--- config.mk ---
export PLATFORM = sky130hd
export DESIGN_NAME = ahb_out_stage
export DESIGN_NICKNAME = d
export VERILOG_FILES = /design/src/hdl/ahb_mtx_pkg.sv /design/src/hdl/ahb_out_arbiter.sv /design/src/hdl/ahb_addr_mux.sv /design/src/hdl/ahb_data_phase.sv /design/src/hdl/ahb_out_stage.sv
export VERILOG_INCLUDE_DIRS = /design/src /design/src/hdl
export SDC_FILE = /design/constraint.sdc
export NUM_CORES = 1
export LEC_CHECK = 0
export BUFFER_PORTS_ARGS = -buffer_cell sky130_fd_sc_hd__buf_2
export CORE_AREA = 8 8 143 145
export CTS_BUF_LIST = sky130_fd_sc_hd__clkbuf_4 sky130_fd_sc_hd__clkbuf_8
export DETAILED_ROUTE_END_ITERATION = 6
export DIE_AREA = 0 0 151 153
export GPL_ROUTABILITY_DRIVEN = 0
export PLACE_DENSITY = 0.52
export SYNTH_ARGS = -nofsm -noshare
export SYNTH_HDL_FRONTEND = slang
export SYNTH_HIERARCHICAL = 1
export SYNTH_SLANG_ARGS = --single-unit
--- constraint.sdc ---
create_clock -name HCLK -period 2.62 [get_ports HCLK]
set_clock_uncertainty 0.1 [all_clocks]
set_input_delay 0.262 -clock HCLK [delete_from_list [all_inputs] [get_ports HCLK]]
set_output_delay 0.262 -clock HCLK [all_outputs]
set_load 0.03 [all_outputs]
--- src/hdl/ahb_mtx_macros.svh ---
// AHB bus matrix output stage widths
// Address and data widths, input port count and port index width

`ifndef AHB_MTX_MACROS_SVH
`define AHB_MTX_MACROS_SVH

// ----------------------------------------------------------
// Bus widths
// ----------------------------------------------------------
`define AHB_ADDR_W 32 // HADDR width
`define AHB_DATA_W 32 // HWDATA width

// ----------------------------------------------------------
// Input ports
// ----------------------------------------------------------
`define AHB_NUM_PORTS 4 // Bus-switch inputs sharing the slave
`define AHB_PORT_W    2 // Bits to index one port

`endif

--- src/hdl/ahb_mtx_pkg.sv ---
// AHB bus matrix output stage types
// Bus field typedefs and the HTRANS encoding

`default_nettype none

`include "ahb_mtx_macros.svh"

package ahb_mtx_pkg;

  typedef logic [`AHB_ADDR_W-1:0] haddr_t;    // Transfer address
  typedef logic [`AHB_DATA_W-1:0] hdata_t;    // Write data word
  typedef logic [2:0]             hsize_t;    // HSIZE
  typedef logic [2:0]             hburst_t;   // HBURST
  typedef logic [`AHB_PORT_W-1:0] port_idx_t; // Input port number, 0 based

  // HTRANS encoding, bit 1 marks an active transfer
  typedef enum logic [1:0] {
    HTRANS_IDLE   = 2'b00,
    HTRANS_BUSY   = 2'b01,
    HTRANS_NONSEQ = 2'b10,
    HTRANS_SEQ    = 2'b11
  } htrans_t;

endpackage

`default_nettype wire

--- src/hdl/ahb_out_arbiter.sv ---
// AHB output stage arbiter
// Registered round-robin choice among requesting ports, grant held
// through a locked sequence even while the master deselects the slave

`timescale 1ns/1ps
`default_nettype none

`include "ahb_mtx_macros.svh"

module ahb_out_arbiter
  import ahb_mtx_pkg::*;
(
  input  wire       HCLK,                        // AHB clock
  input  wire       HRESETn,                     // Sync reset, active low
  input  wire logic i_req [`AHB_NUM_PORTS],      // Held transfer and select
  input  wire logic i_hsel_m,                    // Muxed HSEL
  input  htrans_t   i_htrans_m,                  // Muxed HTRANS
  input  wire logic i_hmastlock_m,               // Muxed HMASTLOCK
  input  wire logic i_hready,                    // Cycle accepted
  output port_idx_t o_grant_idx,                 // Granted port
  output logic      o_no_port                    // Nothing granted
);

  // ----------------------------------------------------------
  // Signals
  // ----------------------------------------------------------
  port_idx_t grant_idx_q;   // Current grant, doubles as RR pointer
  logic      no_port_q;     // No port owns the slave
  logic      hsel_lock_q;   // Locked sequence started on this slave
  logic      hsel_lock_nxt; // Next lock tracking state
  logic      lock_arb;      // Lock as seen by arbitration
  logic      xfer_active;   // NONSEQ or SEQ on the slave
  port_idx_t rr_idx;        // Round-robin winner
  logic      rr_none;       // No request found

  // ----------------------------------------------------------
  // Locked sequence tracking
  // ----------------------------------------------------------
  assign xfer_active = (i_htrans_m == HTRANS_NONSEQ) || (i_htrans_m == HTRANS_SEQ);

  // Set on a selected locked transfer, drop when lock ends
  always_comb
  begin
    hsel_lock_nxt = hsel_lock_q;
    if (i_hsel_m && xfer_active && i_hmastlock_m)
      hsel_lock_nxt = 1'b1;
    else if (!i_hmastlock_m)
      hsel_lock_nxt = 1'b0;
  end

  // Master may address elsewhere mid-sequence and still keep us
  assign lock_arb = i_hmastlock_m & (hsel_lock_q | i_hsel_m);

  // ----------------------------------------------------------
  // Round-robin search
  // ----------------------------------------------------------
  // Start one past the last grant, wrap through all ports
  always_comb
  begin
    rr_idx  = grant_idx_q; // Pointer kept when idle
    rr_none = 1'b1;
    for (int k = 1; k <= `AHB_NUM_PORTS; k++)
    begin
      if (rr_none && i_req[port_idx_t'(grant_idx_q + k)])
      begin
        rr_idx  = port_idx_t'(grant_idx_q + k);
        rr_none = 1'b0;
      end
    end
  end

  // ----------------------------------------------------------
  // Grant registers
  // ----------------------------------------------------------
  always_ff @(posedge HCLK)
  begin
    if (!HRESETn)
    begin
      grant_idx_q <= port_idx_t'(`AHB_NUM_PORTS - 1); // Port 0 first
      no_port_q   <= 1'b1;
      hsel_lock_q <= 1'b0;
    end
    else if (i_hready)
    begin
      hsel_lock_q <= hsel_lock_nxt;
      if (!lock_arb) // Locked owner keeps the slave
      begin
        grant_idx_q <= rr_idx;
        no_port_q   <= rr_none;
      end
    end
  end

  assign o_grant_idx = grant_idx_q;
  assign o_no_port   = no_port_q;

endmodule

`default_nettype wire

--- src/hdl/ahb_addr_mux.sv ---
// AHB output stage address mux
// Routes the granted port's address and control to the slave and
// decodes the one-hot active flags back to the ports

`timescale 1ns/1ps
`default_nettype none

`include "ahb_mtx_macros.svh"

module ahb_addr_mux
  import ahb_mtx_pkg::*;
(
  input  port_idx_t i_grant_idx,                  // Granted port
  input  wire logic i_no_port,                    // Nothing granted
  input  wire logic i_sel       [`AHB_NUM_PORTS], // Per-port HSEL
  input  haddr_t    i_haddr     [`AHB_NUM_PORTS], // Per-port HADDR
  input  htrans_t   i_htrans    [`AHB_NUM_PORTS], // Per-port HTRANS
  input  wire logic i_hwrite    [`AHB_NUM_PORTS], // Per-port HWRITE
  input  hsize_t    i_hsize     [`AHB_NUM_PORTS], // Per-port HSIZE
  input  hburst_t   i_hburst    [`AHB_NUM_PORTS], // Per-port HBURST
  input  wire logic i_hmastlock [`AHB_NUM_PORTS], // Per-port HMASTLOCK
  output logic      o_active    [`AHB_NUM_PORTS], // Port owns the slave
  output logic      o_hsel_m,                     // Slave select
  output haddr_t    o_haddr_m,                    // Slave address
  output htrans_t   o_htrans_m,                   // Slave transfer type
  output logic      o_hwrite_m,                   // Slave direction
  output hsize_t    o_hsize_m,                    // Slave size
  output hburst_t   o_hburst_m,                   // Slave burst
  output logic      o_hmastlock_m                 // Slave lock
);

  // ----------------------------------------------------------
  // Active flag decode
  // ----------------------------------------------------------
  always_comb
  begin
    for (int p = 0; p < `AHB_NUM_PORTS; p++)
    begin
      o_active[p] = !i_no_port && (i_grant_idx == port_idx_t'(p)); // One-hot or zero
    end
  end

  // ----------------------------------------------------------
  // Address and control mux
  // ----------------------------------------------------------
  always_comb
  begin
    // Idle bus when nobody is granted
    o_hsel_m      = 1'b0;
    o_haddr_m     = '0;
    o_htrans_m    = HTRANS_IDLE;
    o_hwrite_m    = 1'b0;
    o_hsize_m     = '0;
    o_hburst_m    = '0;
    o_hmastlock_m = 1'b0;

    if (!i_no_port)
    begin
      o_hsel_m      = i_sel[i_grant_idx];       // Owner may look elsewhere
      o_haddr_m     = i_haddr[i_grant_idx];
      o_htrans_m    = i_htrans[i_grant_idx];
      o_hwrite_m    = i_hwrite[i_grant_idx];
      o_hsize_m     = i_hsize[i_grant_idx];
      o_hburst_m    = i_hburst[i_grant_idx];
      o_hmastlock_m = i_hmastlock[i_grant_idx]; // Feeds lock tracking
    end
  end

endmodule

`default_nettype wire

--- src/hdl/ahb_data_phase.sv ---
// AHB output stage data phase
// Tracks which port owns the data phase, steers its write data to
// the slave and builds the shared ready

`timescale 1ns/1ps
`default_nettype none

`include "ahb_mtx_macros.svh"

module ahb_data_phase
  import ahb_mtx_pkg::*;
(
  input  wire       HCLK,                       // AHB clock
  input  wire       HRESETn,                    // Sync reset, active low
  input  port_idx_t i_grant_idx,                // Address phase owner
  input  wire logic i_hsel_m,                   // Muxed HSEL
  input  hdata_t    i_hwdata [`AHB_NUM_PORTS],  // Per-port HWDATA
  input  wire logic i_hreadyout_m,              // Slave ready
  output hdata_t    o_hwdata_m,                 // Slave write data
  output logic      o_hready                    // Shared ready
);

  // ----------------------------------------------------------
  // Data phase registers
  // ----------------------------------------------------------
  port_idx_t data_idx_q;  // Data phase owner
  logic      slave_sel_q; // Slave selected in last address phase

  always_ff @(posedge HCLK)
  begin
    if (!HRESETn)
    begin
      data_idx_q  <= '0;
      slave_sel_q <= 1'b0;
    end
    else if (o_hready) // Advance only on accepted cycles
    begin
      data_idx_q  <= i_grant_idx;
      slave_sel_q <= i_hsel_m;
    end
  end

  // ----------------------------------------------------------
  // Write data and ready
  // ----------------------------------------------------------
  assign o_hwdata_m = i_hwdata[data_idx_q]; // One phase behind address

  // Slave only stalls the bus when it owns the data phase
  assign o_hready = slave_sel_q ? i_hreadyout_m : 1'b1;

endmodule

`default_nettype wire

--- src/hdl/ahb_out_stage.sv ---
// AHB bus matrix output stage
// Arbitrates four bus-switch inputs onto one shared slave and routes
// address, control and write data from the owning port

`timescale 1ns/1ps
`default_nettype none

`include "ahb_mtx_macros.svh"

module ahb_out_stage
  import ahb_mtx_pkg::*;
(
  input  wire       HCLK,                         // AHB clock
  input  wire       HRESETn,                      // Sync reset, active low
  input  wire logic i_sel       [`AHB_NUM_PORTS], // Per-port HSEL
  input  wire logic i_held_tran [`AHB_NUM_PORTS], // Per-port held transfer
  input  haddr_t    i_haddr     [`AHB_NUM_PORTS], // Per-port HADDR
  input  htrans_t   i_htrans    [`AHB_NUM_PORTS], // Per-port HTRANS
  input  wire logic i_hwrite    [`AHB_NUM_PORTS], // Per-port HWRITE
  input  hsize_t    i_hsize     [`AHB_NUM_PORTS], // Per-port HSIZE
  input  hburst_t   i_hburst    [`AHB_NUM_PORTS], // Per-port HBURST
  input  wire logic i_hmastlock [`AHB_NUM_PORTS], // Per-port HMASTLOCK
  input  hdata_t    i_hwdata    [`AHB_NUM_PORTS], // Per-port HWDATA
  input  wire logic i_hreadyout_m,                // Slave ready
  output logic      o_active    [`AHB_NUM_PORTS], // Port owns the slave
  output logic      o_hsel_m,                     // Slave select
  output haddr_t    o_haddr_m,                    // Slave address
  output htrans_t   o_htrans_m,                   // Slave transfer type
  output logic      o_hwrite_m,                   // Slave direction
  output hsize_t    o_hsize_m,                    // Slave size
  output hburst_t   o_hburst_m,                   // Slave burst
  output logic      o_hmastlock_m,                // Slave lock
  output hdata_t    o_hwdata_m,                   // Slave write data
  output logic      o_hreadymux_m                 // Shared ready
);

  // ----------------------------------------------------------
  // Port requests
  // ----------------------------------------------------------
  logic      req [`AHB_NUM_PORTS]; // Port wants this slave
  port_idx_t grant_idx;            // Address phase owner
  logic      no_port;              // Nothing granted

  for (genvar p = 0; p < `AHB_NUM_PORTS; p++)
  begin : g_req
    assign req[p] = i_held_tran[p] & i_sel[p];
  end

  // ----------------------------------------------------------
  // Blocks
  // ----------------------------------------------------------
  ahb_out_arbiter u_arbiter (
    .HCLK          (HCLK),
    .HRESETn       (HRESETn),
    .i_req         (req),
    .i_hsel_m      (o_hsel_m),      // Muxed control fed back
    .i_htrans_m    (o_htrans_m),
    .i_hmastlock_m (o_hmastlock_m),
    .i_hready      (o_hreadymux_m),
    .o_grant_idx   (grant_idx),
    .o_no_port     (no_port)
  );

  ahb_addr_mux u_addr_mux (
    .i_grant_idx   (grant_idx),
    .i_no_port     (no_port),
    .i_sel         (i_sel),
    .i_haddr       (i_haddr),
    .i_htrans      (i_htrans),
    .i_hwrite      (i_hwrite),
    .i_hsize       (i_hsize),
    .i_hburst      (i_hburst),
    .i_hmastlock   (i_hmastlock),
    .o_active      (o_active),
    .o_hsel_m      (o_hsel_m),
    .o_haddr_m     (o_haddr_m),
    .o_htrans_m    (o_htrans_m),
    .o_hwrite_m    (o_hwrite_m),
    .o_hsize_m     (o_hsize_m),
    .o_hburst_m    (o_hburst_m),
    .o_hmastlock_m (o_hmastlock_m)
  );

  ahb_data_phase u_data_phase (
    .HCLK          (HCLK),
    .HRESETn       (HRESETn),
    .i_grant_idx   (grant_idx),
    .i_hsel_m      (o_hsel_m),
    .i_hwdata      (i_hwdata),
    .i_hreadyout_m (i_hreadyout_m),
    .o_hwdata_m    (o_hwdata_m),
    .o_hready      (o_hreadymux_m)  // Also paces the arbiter
  );

endmodule

`default_nettype wire

## After elaboration in Yosys (flattened, before gate mapping)

Cells that the tools add are included.

- Bits in registers: 7
- Word-level logic and storage cells: 104
- Output and inout bits: 80

- Bitwise logic cells: 13
- Reduce and logical (&&, ||, !) cells: 16
- Muxes and demuxes: 54
- Add/subtract/negate cells: 4
- Equality and inequality tests: 6
- Order comparisons: 6

Operators with widths:

| operator | count |
|---|---|
| 32-bit two-way mux | 5 |
| 32-bit binary-select mux with 2-bit select | 2 |
| 1-bit two-way mux | 24 |
| 3-bit >= comparator (second input constant) | 6 |
| 3-bit two-way mux | 6 |
| 2-bit inverter with 3-bit output | 6 |
| 1-bit binary-select mux with 2-bit select | 7 |
| 2-bit two-way mux | 7 |
| 3-bit binary-select mux with 2-bit select | 2 |
| 1-bit logical AND | 9 |
| 2-bit == test (second input constant) | 4 |
| 1-bit bitwise AND | 5 |
| 2-bit by 1-bit adder with 2-bit output (second input constant) | 2 |
| 2-bit adder (second input constant) | 2 |
| 2-bit binary-select mux with 2-bit select | 1 |
| 2-bit AND reduction | 2 |
| 4-bit nonzero test | 1 |
| 3-bit AND reduction | 1 |
| 2-bit by 1-bit == test with 1-bit output (second input constant) | 1 |
| 2-bit zero test | 1 |
| 2-bit != test (second input constant) | 1 |
| 1-bit zero test | 1 |
| 1-bit logical OR | 1 |
| 1-bit inverter | 1 |
| 1-bit OR | 1 |

## Logic depth before layout (Yosys ltp)

- Depth in word-level cells: 13
- Depth in mapped cells: 8
- Depth with buffers taken out: 6

## Cells and area by module

Netlist, hierarchy kept.

By module, submodules not included:

| module | area an instance (µm²) | cells an instance | times used |
|---|---|---|---|
| ahb_addr_mux | 1320.0 | 156 | 1 |
| ahb_data_phase | 932.1 | 50 | 1 |
| ahb_out_arbiter | 331.6 | 42 | 1 |
| ahb_out_stage | 25.0 | 4 | 1 |

## Least setup slack after synthesis

OpenSTA, ideal clock, no wires.

- Path type: register to register
- From: register u_arbiter.grant_idx_q[0] (netlist: u_arbiter/o_grant_idx[0])
- To: register u_arbiter.grant_idx_q[0] (netlist: u_arbiter/o_grant_idx[0])
- Setup time: 123 ps
- Arrival time: 2248 ps
- Setup slack: 148 ps
- Data required time: 2397 ps
- Clock period less this slack: 2472 ps
- Stages on the path, launching flop included: 9
- Cell sequence: dfxtp_1 or2_1 buf_2 buf_6 o22ai_1 o21ai_0 o311ai_2 a211oi_1 mux2_1

- Elaborated cells on any way between the ends: 44
- Classes of those cells: 4 x add/sub; 27 x mux; 8 x bitwise; 5 x reduce/logical

RTL lines:

| item | RTL line | RTL |
|---|---|---|
| from (decl) | ahb_out_arbiter.sv:27 | `port_idx_t grant_idx_q;` |
| from (signal assigned) | ahb_out_arbiter.sv:79 | `` grant_idx_q <= port_idx_t'(`AHB_NUM_PORTS - 1); `` |
| from (signal assigned) | ahb_out_arbiter.sv:88 | `grant_idx_q <= rr_idx;` |
| 2-bit inverter with 3-bit output (not written as such) | ahb_addr_mux.sv:65 | `o_hmastlock_m = i_hmastlock[i_grant_idx];` |
| 1-bit binary-select mux with 2-bit select | ahb_addr_mux.sv:65 |  |
| 1-bit two-way mux (not written as such) (2 in series) | ahb_addr_mux.sv:65 |  |
| 1-bit two-way mux | ahb_addr_mux.sv:57 | `if (!i_no_port)` |
| net o_hmastlock_m | ahb_out_stage.sv:32 | `output logic o_hmastlock_m,` |
| 1-bit bitwise AND | ahb_out_arbiter.sv:52 | `assign lock_arb = i_hmastlock_m & (hsel_lock_q \| i_hsel_m);` |
| 1-bit inverter (no source line) | n/a |  |
| 3-bit AND reduction (no source line) | n/a |  |

The timed path passes the listed nets, and every way through them passes these cells. The select of a mux whose other input is x is not followed.
A chain may end at the register's enable or synchronous reset.

## Worst setup path after layout

- From: register u_arbiter.grant_idx_q[1] (netlist: u_arbiter/o_grant_idx[1])
- To: output port o_haddr_m[24]

- Cells in the longest elaborated chain, start to end: 5

RTL lines:

| item | RTL line | RTL |
|---|---|---|
| 2-bit inverter with 3-bit output (not written as such) | ahb_addr_mux.sv:60 | `o_haddr_m = i_haddr[i_grant_idx];` |
| 32-bit binary-select mux with 2-bit select | ahb_addr_mux.sv:60 |  |
| 32-bit two-way mux (not written as such) (2 in series) | ahb_addr_mux.sv:60 |  |
| 32-bit two-way mux | ahb_addr_mux.sv:57 |  |
| to (decl) | ahb_out_stage.sv:27 | `output haddr_t o_haddr_m,` |

No other way between the ends. The select of a mux whose other input is x is not followed.

==> impl.org <==
** Die
- The die is 151 um wide.
- Floorplan die height :: 153 um
- The floorplan step defined a core boundary enclosing 18,270 sq um.
- Std-Cell Rows :: 50
- IO Pins :: 387
- The initial utilization of the core area, before any placement, comes to 0.1428.
- The die covers 23,100 sq um.

** Setup path
- Critical Path Source Type :: register
- Largest stage delay, worst path :: 0.48 ns
- Along the worst path, the maximum fanout reaches 83.
- Data arrival, critical path :: 1.90 ns
- Required time worst endpoint :: 2.26 ns
- Family with the most delay on the worst path :: buffers and inverters
- Counting both buffers and inverters, the worst setup path holds a total of 2.
- Category of the most critical setup path :: reg -> out
- STA classifies the critical path endpoint as an output port.
- The critical path goes through buf_12 -> mux2i_1 -> o22ai_1 -> buf_2.
- Slowest cell on crit path :: dfxtp_4

** STA
- FMAX :: 441.8 MHz
- Setup violations remaining at the end of the flow were counted as 0.
- Final hold viol count :: 0
- Setup repair after global routing left no endpoint under its margin.
- Relative max-transition margin :: 0.6011
- For the pin with the worst max-slew slack, the measured transition is 0.5984 ns.
- Final count of pins violating max slew :: 0
- Period minus WS final :: 2.264 ns
- Dividing the final minimum period by the clock period gives 0.8640.
- Hold is met by 0.2237 ns.
- Total negative slack for setup checks :: 0 ns

** Route
- Detailed Routing Iterations Pass 1 :: 4
- After detailed routing, the average wire length per cell comes to 19.80 um.
- Detailed routing inserted a total of 3,699 vias.
- Remaining DRCs :: 0
- Starting DRC count in detailed routing :: 121
- Summed over all layers, the routed wires come to 16.89 mm.
- In this run the remaining antenna-violating nets after routing total 0.
- Per-cell via count in the routed design :: 4.336

** GRT
- Largest net degree at the start of global routing :: 84
- Initial antenna violation count :: 5
- Most utilized layer in the global route result :: met2
- Wire length of the first global-routing pass :: 23.48 mm
- Routing usage on met2 :: 0.2605
- For this run, global-route usage on met3 was measured as 0.04783.
- Met1 routing resource usage after global routing :: 0.1258
- Number of global-route vias before repair :: 4,016
- Remaining Overflow, GRT :: 0
- Overall routing resource usage :: 0.1300

** Pwr
- Dividing total power by cell area gives a power density of 665.7 nW/um^2.
- Portion of total power attributed to combinational logic :: 0.883
- Internal power :: 1.359 mW
- Of the total power, the share spent switching nets is 0.5648.
- Flop pwr share :: 0.065
- The share of total power dissipated in the clock network is 0.051.
- For this design the static power due to leakage is 2.825 nW.
- In this run the power spent charging and discharging nets is 1.764 mW.
- Worst VDD drop :: 266.9 uV

** Outcome
- The flow ran to the end, and the final reports show no timing, DRC or antenna violations.

** Clock network
- The clock reaches the later pin of the worst-skew pair after 0.22 ns.
- Clock buffer count from CTS :: 3
- Counting along the longest clock path gives a buffer depth of 2.
- H-tree Lvls :: 1
- Buffers added to address setup during post-CTS repair amount to 0.
- Clock root cell :: clkbuf_8
- After clock tree synthesis, the repair step resized 0 gates.
- Hold repair after CTS inserted 0 buffers.
- TritonCTS built the clock tree.
- After clock tree synthesis, the clock-pin slew on the worst setup and hold paths is 0.04 ns.
- The clock drives 7 sinks.

** Synth
- Sequential fraction of the synthesis area :: 0.05372
- Netlist Area Pre-Place :: 2609 sq um
- Yosys warnings :: 6
- Post-synthesis sequential element count :: 7
- The number of nets in the synthesized netlist is 559.
- Synthesized instance count :: 252
- After synthesis, the mean cell area works out to 10.35 sq um.
- Count of cell types in the netlist :: 34

** Final layout
- Leaving out fill and tap cells, the most frequent cell in the layout is buf_2.
- In the final layout, the share of cells above drive strength 1 is 0.6953.
- Commonest non-fill, non-tap cells in the layout :: buf_2 (386), mux2i_1 (88), o22ai_1 (43)
- Post-layout net count :: 925
- Synthesis-to-layout area growth :: 79.86%

** Place
- Dpl hpwl :: 15.22 mm
- Input/output buffers :: 386

** Job
- The tool flagged a number of max-cap violations equal to 0.

** Worst hold path
- The tightest min-delay check is of the in -> reg type.
==> final cells by class <==
class / count / area (sq um)
Inverter: 5 / 18.77
Multi-Input combinational cell: 210 / 2187
Tap cell: 234 / 292.8
Timing Repair Buffer: 391 / 1994
Antenna cell: 2 / 5.005
Fill cell: 2036 / 13580
Clock buffer: 4 / 48.80
Sequential cell: 7 / 145.1
==> kinds of logic (layout without fill, tap and decap cells) <==
group                  Yosys count  after routing  share of synthesized area
AO/OA/AOI/OAI                   58             58                     0.1516
multiplexers                   122            122                     0.6269
flip-flops                       7              7                    0.05372
buffers and inverters           35            400                     0.1089
AND/OR/NAND/NOR                 30             30                    0.05900
other                            0              2                          0
==> layer usage <==
metal	wire [um]	part of all wire	vias up
met1	5631	0.33	1672
met5	46	0.0027	-
met2	9052	0.54	236
met3	2114	0.13	10
li1	-	-	1773
met4	42	0.0025	8
==> through the flow <==
step                      std cells  setup WS, ns  power [mW]  area [sq um]    util
after floorplan                 252        0.1482       2.275          2609       -
after global routing            852        0.2358       3.305          4690  0.2567
after detailed placement        847        0.5284       2.995          4638  0.2539
final                           853        0.3564       3.123          4692  0.2568
after CTS                       851        0.3175       3.171          4687  0.2566
after global placement          847        0.5137       2.998          4638  0.2539
==> sequential cells by signal (all words and copies together), names as in the netlist <==
register,count
u_arbiter/hsel_lock_q,1
u_data_phase/slave_sel_q,1
u_data_phase/data_idx_q,2
u_arbiter/o_grant_idx,2
u_arbiter/o_no_port,1
==> path summary, 6_finish.rpt <==
path	from	end	slack (ns)	cells past startpoint
setup reg to reg	u_arbiter/o_grant_idx[1]$_SDFFE_PN1P_	u_arbiter/o_grant_idx[0]$_SDFFE_PN1P_	0.50	6
hold reg to reg	u_arbiter/hsel_lock_q$_SDFFE_PN0P_	u_arbiter/hsel_lock_q$_SDFFE_PN0P_	0.40	2
setup / recovery	u_arbiter/o_grant_idx[1]$_SDFFE_PN1P_	o_haddr_m[24]	0.36	4
hold / removal	HRESETn	u_arbiter/o_no_port$_SDFFE_PN1P_	0.22	2
==> synth_stat cells <==
| master | n | area [sq um] |
|---|---|---|
| mux2i_1 | 88 | 880.8 |
| o22ai_1 | 43 | 269.0 |
| mux4_2 | 29 | 653.1 |
| nand2_1 | 8 | 30.03 |
| buf_6 | 7 | 78.83 |
| dfxtp_1 | 7 | 140.1 |
| nor2_1 | 7 | 26.28 |
| buf_2 | 6 | 30.03 |
| buf_4 | 6 | 45.04 |
| clkbuf_1 | 5 | 18.77 |
| inv_1 | 5 | 18.77 |
| nand2b_1 | 5 | 31.28 |
| and2_1 | 4 | 25.02 |
| buf_12 | 4 | 80.08 |
| mux4_1 | 3 | 78.83 |
| o221ai_1 | 3 | 26.28 |
| a211oi_1 | 2 | 15.01 |
| mux2_1 | 2 | 22.52 |
| nor2b_1 | 2 | 12.51 |
| o21ai_0 | 2 | 10.01 |
| a21boi_0 | 1 | 7.510 |
| a221o_1 | 1 | 10.01 |
| a31oi_1 | 1 | 6.260 |
| a32o_1 | 1 | 10.01 |
| clkbuf_2 | 1 | 5.000 |
| clkbuf_4 | 1 | 7.510 |
| nor3b_1 | 1 | 7.510 |
| nor4_1 | 1 | 6.260 |
| o211ai_1 | 1 | 7.510 |
| o21ba_2 | 1 | 10.01 |
| o21bai_1 | 1 | 7.510 |
| o311ai_2 | 1 | 16.27 |
| or2_1 | 1 | 6.260 |
| or3b_1 | 1 | 8.760 |
==> power by group through the flow <==
stage               combinational (mW)  clock, mW  sequential (mW)
detailed placement                2.79          0            0.208
global route                      2.92      0.174            0.214
finish                            2.76      0.161            0.204
CTS                               2.80      0.165            0.206
global placement                  2.79          0            0.206
floorplan                         2.12          0            0.152
No activity file was read; power rests on OpenSTA's default activity.
